**src/rtl/kernel_ctrl_pkg.sv**
```systemverilog
// Kernel control package
// Shared widths, endian flag positions, the controller state
// encoding and the byte-reversal helper for descriptor and result words

package kernel_ctrl_pkg;

    // ------------------------------------------------------------
    // Widths
    // ------------------------------------------------------------
    localparam int buffer_width       = 64;
    localparam int vertex_id_width    = 32;
    localparam int vertex_count_width = 16;
    localparam int sum_width          = 64;

    // Endian flag positions in buffer_9
    localparam int endian_read_bit  = 0;
    localparam int endian_write_bit = 1;

    // ------------------------------------------------------------
    // Controller states
    // ------------------------------------------------------------
    typedef enum logic [2:0] {
        ctrl_chain_reset,
        ctrl_chain_idle,
        ctrl_chain_setup,
        ctrl_chain_ready,
        ctrl_chain_start,
        ctrl_chain_busy,
        ctrl_chain_done
    } ctrl_chain_state_t;

    // Reverse byte order of one 64-bit word
    function automatic logic [buffer_width-1:0] byte_swap(input logic [buffer_width-1:0] word);
        logic [buffer_width-1:0] swapped;
        for (int i = 0; i < buffer_width / 8; i++) begin
            swapped[8*i +: 8] = word[buffer_width-8-8*i +: 8];
        end
        return swapped;
    endfunction

endpackage : kernel_ctrl_pkg
```
**src/rtl/kernel_ctrl_top.sv**
```systemverilog
// Kernel control top
// Controller, descriptor decode, vertex walk and result accumulation
// for one compute unit behind the block-level host handshake

`timescale 1ns/1ps

module kernel_ctrl_top (
    input  logic                                       ap_clk,
    input  logic                                       areset_control,
    input  logic                                       ap_start,
    input  logic [kernel_ctrl_pkg::buffer_width-1:0]    buffer_0,
    input  logic [kernel_ctrl_pkg::buffer_width-1:0]    buffer_1,
    input  logic [kernel_ctrl_pkg::buffer_width-1:0]    buffer_9,
    output logic                                       ap_ready,
    output logic                                       ap_done,
    output logic                                       ap_idle,
    output logic                                       vertex_valid,
    output logic [kernel_ctrl_pkg::vertex_id_width-1:0] vertex_id,
    output logic [kernel_ctrl_pkg::sum_width-1:0]       result_sum
);

    // Controller to decode and result
    logic                                    descriptor_valid;
    logic                                    endian_read;
    logic                                    endian_write;
    logic [kernel_ctrl_pkg::buffer_width-1:0] buffer_0_q;
    logic [kernel_ctrl_pkg::buffer_width-1:0] buffer_1_q;

    // Decode to execute
    logic                                          launch;
    logic [kernel_ctrl_pkg::vertex_id_width-1:0]    base_index;
    logic [kernel_ctrl_pkg::vertex_count_width-1:0] vertex_count;

    // Execute and result back to the controller
    logic last;
    logic empty_job;
    logic cu_setup;
    logic cu_done;

    kernel_control kernel_control_i (
        .ap_clk           (ap_clk),
        .areset_control   (areset_control),
        .ap_start         (ap_start),
        .cu_setup         (cu_setup),
        .cu_done          (cu_done),
        .buffer_0         (buffer_0),
        .buffer_1         (buffer_1),
        .buffer_9         (buffer_9),
        .ap_ready         (ap_ready),
        .ap_done          (ap_done),
        .ap_idle          (ap_idle),
        .descriptor_valid (descriptor_valid),
        .endian_read      (endian_read),
        .endian_write     (endian_write),
        .buffer_0_q       (buffer_0_q),
        .buffer_1_q       (buffer_1_q),
        // Flags already split out as endian_read and endian_write
        .buffer_9_q       ()
    );

    descriptor_decode descriptor_decode_i (
        .ap_clk           (ap_clk),
        .areset_control   (areset_control),
        .descriptor_valid (descriptor_valid),
        .endian_read      (endian_read),
        .buffer_0_q       (buffer_0_q),
        .buffer_1_q       (buffer_1_q),
        .launch           (launch),
        .base_index       (base_index),
        .vertex_count     (vertex_count)
    );

    vertex_execute vertex_execute_i (
        .ap_clk         (ap_clk),
        .areset_control (areset_control),
        .launch         (launch),
        .base_index     (base_index),
        .vertex_count   (vertex_count),
        .vertex_valid   (vertex_valid),
        .last           (last),
        .empty_job      (empty_job),
        .cu_setup       (cu_setup),
        .vertex_id      (vertex_id)
    );

    vertex_result vertex_result_i (
        .ap_clk         (ap_clk),
        .areset_control (areset_control),
        .endian_write   (endian_write),
        .vertex_valid   (vertex_valid),
        .last           (last),
        .empty_job      (empty_job),
        .vertex_id      (vertex_id),
        .cu_done        (cu_done),
        .result_sum     (result_sum)
    );

endmodule : kernel_ctrl_top

```
**src/rtl/vertex_result.sv**
```systemverilog
// Vertex result
// Accumulates the vertex ids of one job. On the last id, or on an
// empty job, stores the sum (byte-reversed when endian write is set),
// pulses cu_done and clears the accumulator for the next job

`timescale 1ns/1ps

module vertex_result (
    input  logic                                       ap_clk,
    input  logic                                       areset_control,
    input  logic                                       endian_write,
    input  logic                                       vertex_valid,
    input  logic                                       last,
    input  logic                                       empty_job,
    input  logic [kernel_ctrl_pkg::vertex_id_width-1:0] vertex_id,
    output logic                                       cu_done,
    output logic [kernel_ctrl_pkg::sum_width-1:0]       result_sum
);

    logic [kernel_ctrl_pkg::sum_width-1:0] accumulator;
    logic [kernel_ctrl_pkg::sum_width-1:0] job_sum;

    // Running total including the id on the bus this cycle
    assign job_sum = accumulator + kernel_ctrl_pkg::sum_width'(vertex_id);

    // ------------------------------------------------------------
    // Accumulate and close
    // ------------------------------------------------------------
    always_ff @(posedge ap_clk) begin
        if (areset_control) begin
            accumulator <= '0;
            cu_done     <= 1'b0;
            result_sum  <= '0;
        end else begin
            cu_done <= 1'b0;
            if (empty_job) begin
                // Zero is the same in either byte order
                result_sum  <= '0;
                cu_done     <= 1'b1;
                accumulator <= '0;
            end else if (last) begin
                result_sum  <= endian_write ? kernel_ctrl_pkg::byte_swap(job_sum) : job_sum;
                cu_done     <= 1'b1;
                accumulator <= '0;
            end else if (vertex_valid) begin
                accumulator <= job_sum;
            end
        end
    end

endmodule : vertex_result

```
**src/rtl/vertex_execute.sv**
```systemverilog
// Vertex execute
// Walks vertex ids one per cycle from base_index for vertex_count
// cycles after launch. Flags the final id with last, and a job with
// no vertices with a single empty_job pulse in the launch cycle

`timescale 1ns/1ps

module vertex_execute (
    input  logic                                          ap_clk,
    input  logic                                          areset_control,
    input  logic                                          launch,
    input  logic [kernel_ctrl_pkg::vertex_id_width-1:0]    base_index,
    input  logic [kernel_ctrl_pkg::vertex_count_width-1:0] vertex_count,
    output logic                                          vertex_valid,
    output logic                                          last,
    output logic                                          empty_job,
    output logic                                          cu_setup,
    output logic [kernel_ctrl_pkg::vertex_id_width-1:0]    vertex_id
);

    // Vertices still to come after the current one
    logic [kernel_ctrl_pkg::vertex_count_width-1:0] remaining;

    // ------------------------------------------------------------
    // Walk control
    // ------------------------------------------------------------
    always_ff @(posedge ap_clk) begin
        if (areset_control) begin
            vertex_valid <= 1'b0;
        end else if (launch && vertex_count != '0) begin
            vertex_valid <= 1'b1;
        end else if (last) begin
            vertex_valid <= 1'b0;
        end
    end

    // Id and counter, only meaningful while vertex_valid
    always_ff @(posedge ap_clk) begin
        if (launch) begin
            vertex_id <= base_index;
            remaining <= vertex_count - 1'b1;
        end else if (vertex_valid) begin
            // Wraps naturally at 32 bits
            vertex_id <= vertex_id + 1'b1;
            remaining <= remaining - 1'b1;
        end
    end

    assign last = vertex_valid && remaining == '0;

    // Nothing to walk, result side closes the job directly
    assign empty_job = launch && vertex_count == '0;

    assign cu_setup = ~vertex_valid;

endmodule : vertex_execute

```
**src/rtl/descriptor_decode.sv**
```systemverilog
// Descriptor decode
// Turns the rising edge of descriptor_valid into a one-cycle launch
// and captures base index and vertex count with it, byte-reversing
// the descriptor words first when endian read is set

`timescale 1ns/1ps

module descriptor_decode (
    input  logic                                          ap_clk,
    input  logic                                          areset_control,
    input  logic                                          descriptor_valid,
    input  logic                                          endian_read,
    input  logic [kernel_ctrl_pkg::buffer_width-1:0]       buffer_0_q,
    input  logic [kernel_ctrl_pkg::buffer_width-1:0]       buffer_1_q,
    output logic                                          launch,
    output logic [kernel_ctrl_pkg::vertex_id_width-1:0]    base_index,
    output logic [kernel_ctrl_pkg::vertex_count_width-1:0] vertex_count
);

    logic                                    descriptor_valid_d;
    logic [kernel_ctrl_pkg::buffer_width-1:0] word_0;
    logic [kernel_ctrl_pkg::buffer_width-1:0] word_1;

    // Host byte order to native
    assign word_0 = endian_read ? kernel_ctrl_pkg::byte_swap(buffer_0_q) : buffer_0_q;
    assign word_1 = endian_read ? kernel_ctrl_pkg::byte_swap(buffer_1_q) : buffer_1_q;

    // ------------------------------------------------------------
    // Edge detect and launch pulse
    // ------------------------------------------------------------
    always_ff @(posedge ap_clk) begin
        if (areset_control) begin
            descriptor_valid_d <= 1'b0;
            launch             <= 1'b0;
        end else begin
            descriptor_valid_d <= descriptor_valid;
            launch             <= descriptor_valid & ~descriptor_valid_d;
        end
    end

    // Fields latched on the same edge, held for the whole job
    always_ff @(posedge ap_clk) begin
        if (descriptor_valid & ~descriptor_valid_d) begin
            base_index   <= word_0[kernel_ctrl_pkg::vertex_id_width-1:0];
            vertex_count <= word_1[kernel_ctrl_pkg::vertex_count_width-1:0];
        end
    end

endmodule : descriptor_decode

```
**src/rtl/kernel_control.sv**
```systemverilog
// Kernel control
// Block-level ap_ctrl_chain sequencer for one compute unit. Inputs are
// registered once, state outputs pass through two register stages, and
// the descriptor words are registered twice to line up with them.
// Endian flags from buffer_9 are published only in start and busy

`timescale 1ns/1ps

module kernel_control (
    input  logic                                    ap_clk,
    input  logic                                    areset_control,
    input  logic                                    ap_start,
    input  logic                                    cu_setup,
    input  logic                                    cu_done,
    input  logic [kernel_ctrl_pkg::buffer_width-1:0] buffer_0,
    input  logic [kernel_ctrl_pkg::buffer_width-1:0] buffer_1,
    input  logic [kernel_ctrl_pkg::buffer_width-1:0] buffer_9,
    output logic                                    ap_ready,
    output logic                                    ap_done,
    output logic                                    ap_idle,
    output logic                                    descriptor_valid,
    output logic                                    endian_read,
    output logic                                    endian_write,
    output logic [kernel_ctrl_pkg::buffer_width-1:0] buffer_0_q,
    output logic [kernel_ctrl_pkg::buffer_width-1:0] buffer_1_q,
    output logic [kernel_ctrl_pkg::buffer_width-1:0] buffer_9_q
);

    // Input stage
    logic ap_start_reg;
    logic cu_setup_reg;
    logic cu_done_reg;

    // First output stage, set from the current state
    logic ap_ready_reg;
    logic ap_done_reg;
    logic ap_idle_reg;
    logic descriptor_valid_reg;
    logic endian_read_reg;
    logic endian_write_reg;

    logic [kernel_ctrl_pkg::buffer_width-1:0] buffer_0_reg;
    logic [kernel_ctrl_pkg::buffer_width-1:0] buffer_1_reg;
    logic [kernel_ctrl_pkg::buffer_width-1:0] buffer_9_reg;

    kernel_ctrl_pkg::ctrl_chain_state_t current_state;
    kernel_ctrl_pkg::ctrl_chain_state_t next_state;

    // ------------------------------------------------------------
    // Input registers
    // ------------------------------------------------------------
    always_ff @(posedge ap_clk) begin
        if (areset_control) begin
            ap_start_reg <= 1'b0;
            cu_done_reg  <= 1'b0;
            // CU counts as ready for setup out of reset
            cu_setup_reg <= 1'b1;
        end else begin
            ap_start_reg <= ap_start;
            cu_done_reg  <= cu_done;
            cu_setup_reg <= cu_setup;
        end
    end

    // Descriptor words, two stages to match the control outputs
    always_ff @(posedge ap_clk) begin
        buffer_0_reg <= buffer_0;
        buffer_1_reg <= buffer_1;
        buffer_9_reg <= buffer_9;
        buffer_0_q   <= buffer_0_reg;
        buffer_1_q   <= buffer_1_reg;
        buffer_9_q   <= buffer_9_reg;
    end

    // ------------------------------------------------------------
    // State machine
    // ------------------------------------------------------------
    always_ff @(posedge ap_clk) begin
        if (areset_control) begin
            current_state <= kernel_ctrl_pkg::ctrl_chain_reset;
        end else begin
            current_state <= next_state;
        end
    end

    always_comb begin
        next_state = current_state;
        case (current_state)
            kernel_ctrl_pkg::ctrl_chain_reset: next_state = kernel_ctrl_pkg::ctrl_chain_idle;
            kernel_ctrl_pkg::ctrl_chain_idle:  next_state = kernel_ctrl_pkg::ctrl_chain_setup;
            // New job accepted only here or from done
            kernel_ctrl_pkg::ctrl_chain_setup,
            kernel_ctrl_pkg::ctrl_chain_done: begin
                if (ap_start_reg) begin
                    next_state = kernel_ctrl_pkg::ctrl_chain_ready;
                end
            end
            // Hold until the CU has finished its previous walk
            kernel_ctrl_pkg::ctrl_chain_ready: begin
                if (cu_setup_reg) begin
                    next_state = kernel_ctrl_pkg::ctrl_chain_start;
                end
            end
            kernel_ctrl_pkg::ctrl_chain_start: next_state = kernel_ctrl_pkg::ctrl_chain_busy;
            kernel_ctrl_pkg::ctrl_chain_busy: begin
                if (cu_done_reg) begin
                    next_state = kernel_ctrl_pkg::ctrl_chain_done;
                end
            end
            default: next_state = kernel_ctrl_pkg::ctrl_chain_reset;
        endcase
    end

    // ------------------------------------------------------------
    // Output stages
    // ------------------------------------------------------------
    always_ff @(posedge ap_clk) begin
        if (areset_control) begin
            ap_ready_reg         <= 1'b0;
            ap_done_reg          <= 1'b0;
            ap_idle_reg          <= 1'b1;
            descriptor_valid_reg <= 1'b0;
            endian_read_reg      <= 1'b0;
            endian_write_reg     <= 1'b0;
        end else begin
            ap_ready_reg         <= current_state == kernel_ctrl_pkg::ctrl_chain_ready;
            ap_done_reg          <= current_state == kernel_ctrl_pkg::ctrl_chain_done;
            // Idle everywhere outside an active job
            ap_idle_reg          <= current_state inside {kernel_ctrl_pkg::ctrl_chain_reset,
                                                          kernel_ctrl_pkg::ctrl_chain_idle,
                                                          kernel_ctrl_pkg::ctrl_chain_setup,
                                                          kernel_ctrl_pkg::ctrl_chain_done};
            descriptor_valid_reg <= 1'b0;
            endian_read_reg      <= 1'b0;
            endian_write_reg     <= 1'b0;
            if (current_state inside {kernel_ctrl_pkg::ctrl_chain_start,
                                      kernel_ctrl_pkg::ctrl_chain_busy}) begin
                descriptor_valid_reg <= 1'b1;
                endian_read_reg      <= buffer_9_reg[kernel_ctrl_pkg::endian_read_bit];
                endian_write_reg     <= buffer_9_reg[kernel_ctrl_pkg::endian_write_bit];
            end
        end
    end

    always_ff @(posedge ap_clk) begin
        if (areset_control) begin
            ap_ready         <= 1'b0;
            ap_done          <= 1'b0;
            ap_idle          <= 1'b1;
            descriptor_valid <= 1'b0;
            endian_read      <= 1'b0;
            endian_write     <= 1'b0;
        end else begin
            ap_ready         <= ap_ready_reg;
            ap_done          <= ap_done_reg;
            ap_idle          <= ap_idle_reg;
            descriptor_valid <= descriptor_valid_reg;
            endian_read      <= endian_read_reg;
            endian_write     <= endian_write_reg;
        end
    end

endmodule : kernel_control

```
**config.mk**
```make
export PLATFORM = sky130hd
export DESIGN_NAME = kernel_ctrl_top
export DESIGN_NICKNAME = d
export VERILOG_FILES = /design/src/rtl/kernel_ctrl_pkg.sv /design/src/rtl/kernel_ctrl_top.sv /design/src/rtl/vertex_result.sv /design/src/rtl/vertex_execute.sv /design/src/rtl/descriptor_decode.sv /design/src/rtl/kernel_control.sv
export SDC_FILE = /design/constraint.sdc
export NUM_CORES = 1
export LEC_CHECK = 0
export ABC_AREA = 1
export BUFFER_PORTS_ARGS = -buffer_cell sky130_fd_sc_hd__buf_2
export CAP_MARGIN = 20
export CORE_ASPECT_RATIO = 1.4
export CORE_MARGIN = 8
export CORE_UTILIZATION = 60
export DETAILED_ROUTE_END_ITERATION = 8
export PLACE_DENSITY = 0.86
export SLEW_MARGIN = 10
export SYNTH_ARGS = -nofsm -noshare
export SYNTH_HDL_FRONTEND = slang
export SYNTH_HIERARCHICAL = 1
export SYNTH_SLANG_ARGS = --single-unit
```
**constraint.sdc**
```tcl
create_clock -name ap_clk -period 5.2 [get_ports ap_clk]
set_clock_uncertainty 0.1 [all_clocks]
set_input_delay 0.78 -clock ap_clk [delete_from_list [all_inputs] [get_ports ap_clk]]
set_output_delay 0.78 -clock ap_clk [all_outputs]
set_load 0.1 [all_outputs]
```
==> impl_metrics.toml <==
[setup_path]
worst_setup_path_start_kind = "flop"
critPathBufInv = 1
required_ns = 5.54
worstSetupPathType = "reg -> reg"
critPathArrivalTime_ns = 3.54
critPathMaxStageDelay_ns = 0.55
crit_top_cell = "nand2_1"
cp_top_family = "simple AND/OR/NAND/NOR gates"
crit_fanout = 6
crit_slowest_cell = "edfxtp_1"
crit_chain = "ha_1 -> fa_1 -> nand3_1 -> nand3_1 -> nand2_1 -> nand3_1 -> nand2_1 -> nand2_1 -> xnor2_1 -> nand2_1 -> nand2_1 -> inv_1 -> nand2_1 -> nand2_1"
setup.worst_path.end_class = "flop"

[clock_tree]
holdBufCountCts = 0
cts-root-buf = "clkbuf_16"
cts_tree = "yes"
clock_latency_ns = 0.57
htreeDepth = 2
clkSlewWorstSetupHoldPaths_ns = 0.07
ctsResizeCount = 0
cts_buffer_depth = 3
cts_setup_buffers = 0
clock_sinks = 440
cts_buffers = 40

[power]
power.density_mw_per_mm2 = 304
leakage_uw = 0.0116
vdd_ir_drop_max_v = 0.000415

[drt]
drt_iter0_markers = 1420
routed-via-count = 18114
drt-total-wl_mm = 64.0
drcViolationCount = 0
drt_first_pass_iters = 5
post_drt_wl_per_cell_microns = 18.9
avgViaCountPerCell = 5.36
ant_nets = 0

[yosys]
synthesis.nets = 2953
yosysWarningCount = 6
syn_area_sq_mm = 0.0199
postSynthAreaPerCell_sq_um = 7.32
synthCells = 2723

[floorplanning]
pin_count = 295
start_util_pct = 60.4
row_count = 79
floorplan.die_area_sq_mm = 0.0394
core_sq_mm = 0.0330
die_h_microns = 232
chipWidth_microns = 170

[timing]
hold_viol = 0
rsz0062_at_grt = "no"
worstMarginPinSlew_ns = 1.09
fin_crit_ns = 3.21
maxSlewViolCount = 0
slew-limit-headroom_pct = 27.2
setup_viol = 0
period_share_pct = 61.7
setup_tns_ns = 0
fin_hold_ws_ns = 0.214
fmax_mhz = 312

[placement]
hpwlAfterDp_mm = 47.5
port_buffers = 200
gp_congestion = 0.997

[min_path]
hold_class = "in -> reg"

[grt]
grt_max_degree = 72
grt.busiest_layer = "met2"
grt_pass1_vias = 17965
grt_use_met3_pct = 5.63
grt_first_pass_wirelength_mm = 97.0
grt_overflow = 0
grtUsageMet1_pct = 32.0
gr-usage-all-layers_pct = 31.9
antenna_found_initial = 0
grt_util_met2_pct = 57.3

[run]
cap_viol_max_count = 0

[finish]
fillCellCount = 2748
n_antenna_cell = 0
drive_gt1_share_pct = 13.4
nets = 3139
syn_to_final_growth_pct = 13.3
fin_util_pct = 68.4

[outcome]
outcome = "finished clean"
==> stage by stage <==
| stage | power, uW | cells | instance area (sq um) | setup slack (ns) |
|---|---|---|---|---|
| final | 6870 | 3382 | 22600 | 1.99 |
| after detailed placement | 3960 | 3312 | 21300 | 2.07 |
| after global placement | 3940 | 3312 | 21300 | 2.14 |
| after CTS | 6900 | 3382 | 22600 | 2.02 |
| after global routing | 7070 | 3382 | 22600 | 1.83 |
| after floorplan | 3850 | 2723 | 19900 | 2.26 |
==> worst paths after layout <==
check	slack (ns)	depth (start not counted)	from	to
worst max-delay path	1.99	14	vertex_execute_i/vertex_id[0]	vertex_result_i/result_sum[40]
worst min-delay path	0.21	1	buffer_0[39]	kernel_control_i/buffer_0_reg[39]
worst max register to register	1.99	14	vertex_execute_i/vertex_id[0]	vertex_result_i/result_sum[40]
worst min register to register	0.22	0	kernel_control_i/buffer_0_reg[52]	kernel_control_i/buffer_0_q[52]
==> cell usage in the layout (no fill, tap or decap), drive strengths merged, types with 54 or more instances in the layout <==
cell       n
a21oi     65
dfxtp    344
inv      416
nand3    247
nor2     199
buf      212
clkbuf    54
o21ai     59
edfxtp    96
nand2   1068
==> per-layer routing <==
layer / share of wire, % / wire (microns)
met1: 35 / 22500
met2: 50 / 32000
met3: 5.9 / 3790
met4: 8.8 / 5610
met5: 0 / 0
==> power breakdown <==
part           total (uW)  internal, uW  switching [uW]  leakage [uW]
combinational         260          80.6             180       0.00722
clock                2970          1640            1330      0.000648
sequential           3640          3590            49.8       0.00371
==> area by class of cell <==
cell class,count,area [sq um],area share (%)
clock buffer,54,1120,4.98
clock inverter,16,193,0.853
inverter,418,1570,6.95
multi-input combinational,1797,8270,36.6
sequential,440,9770,43.3
tap,445,557,2.47
timing repair buffer,212,1090,4.83
No activity file was read; power rests on OpenSTA's default activity.
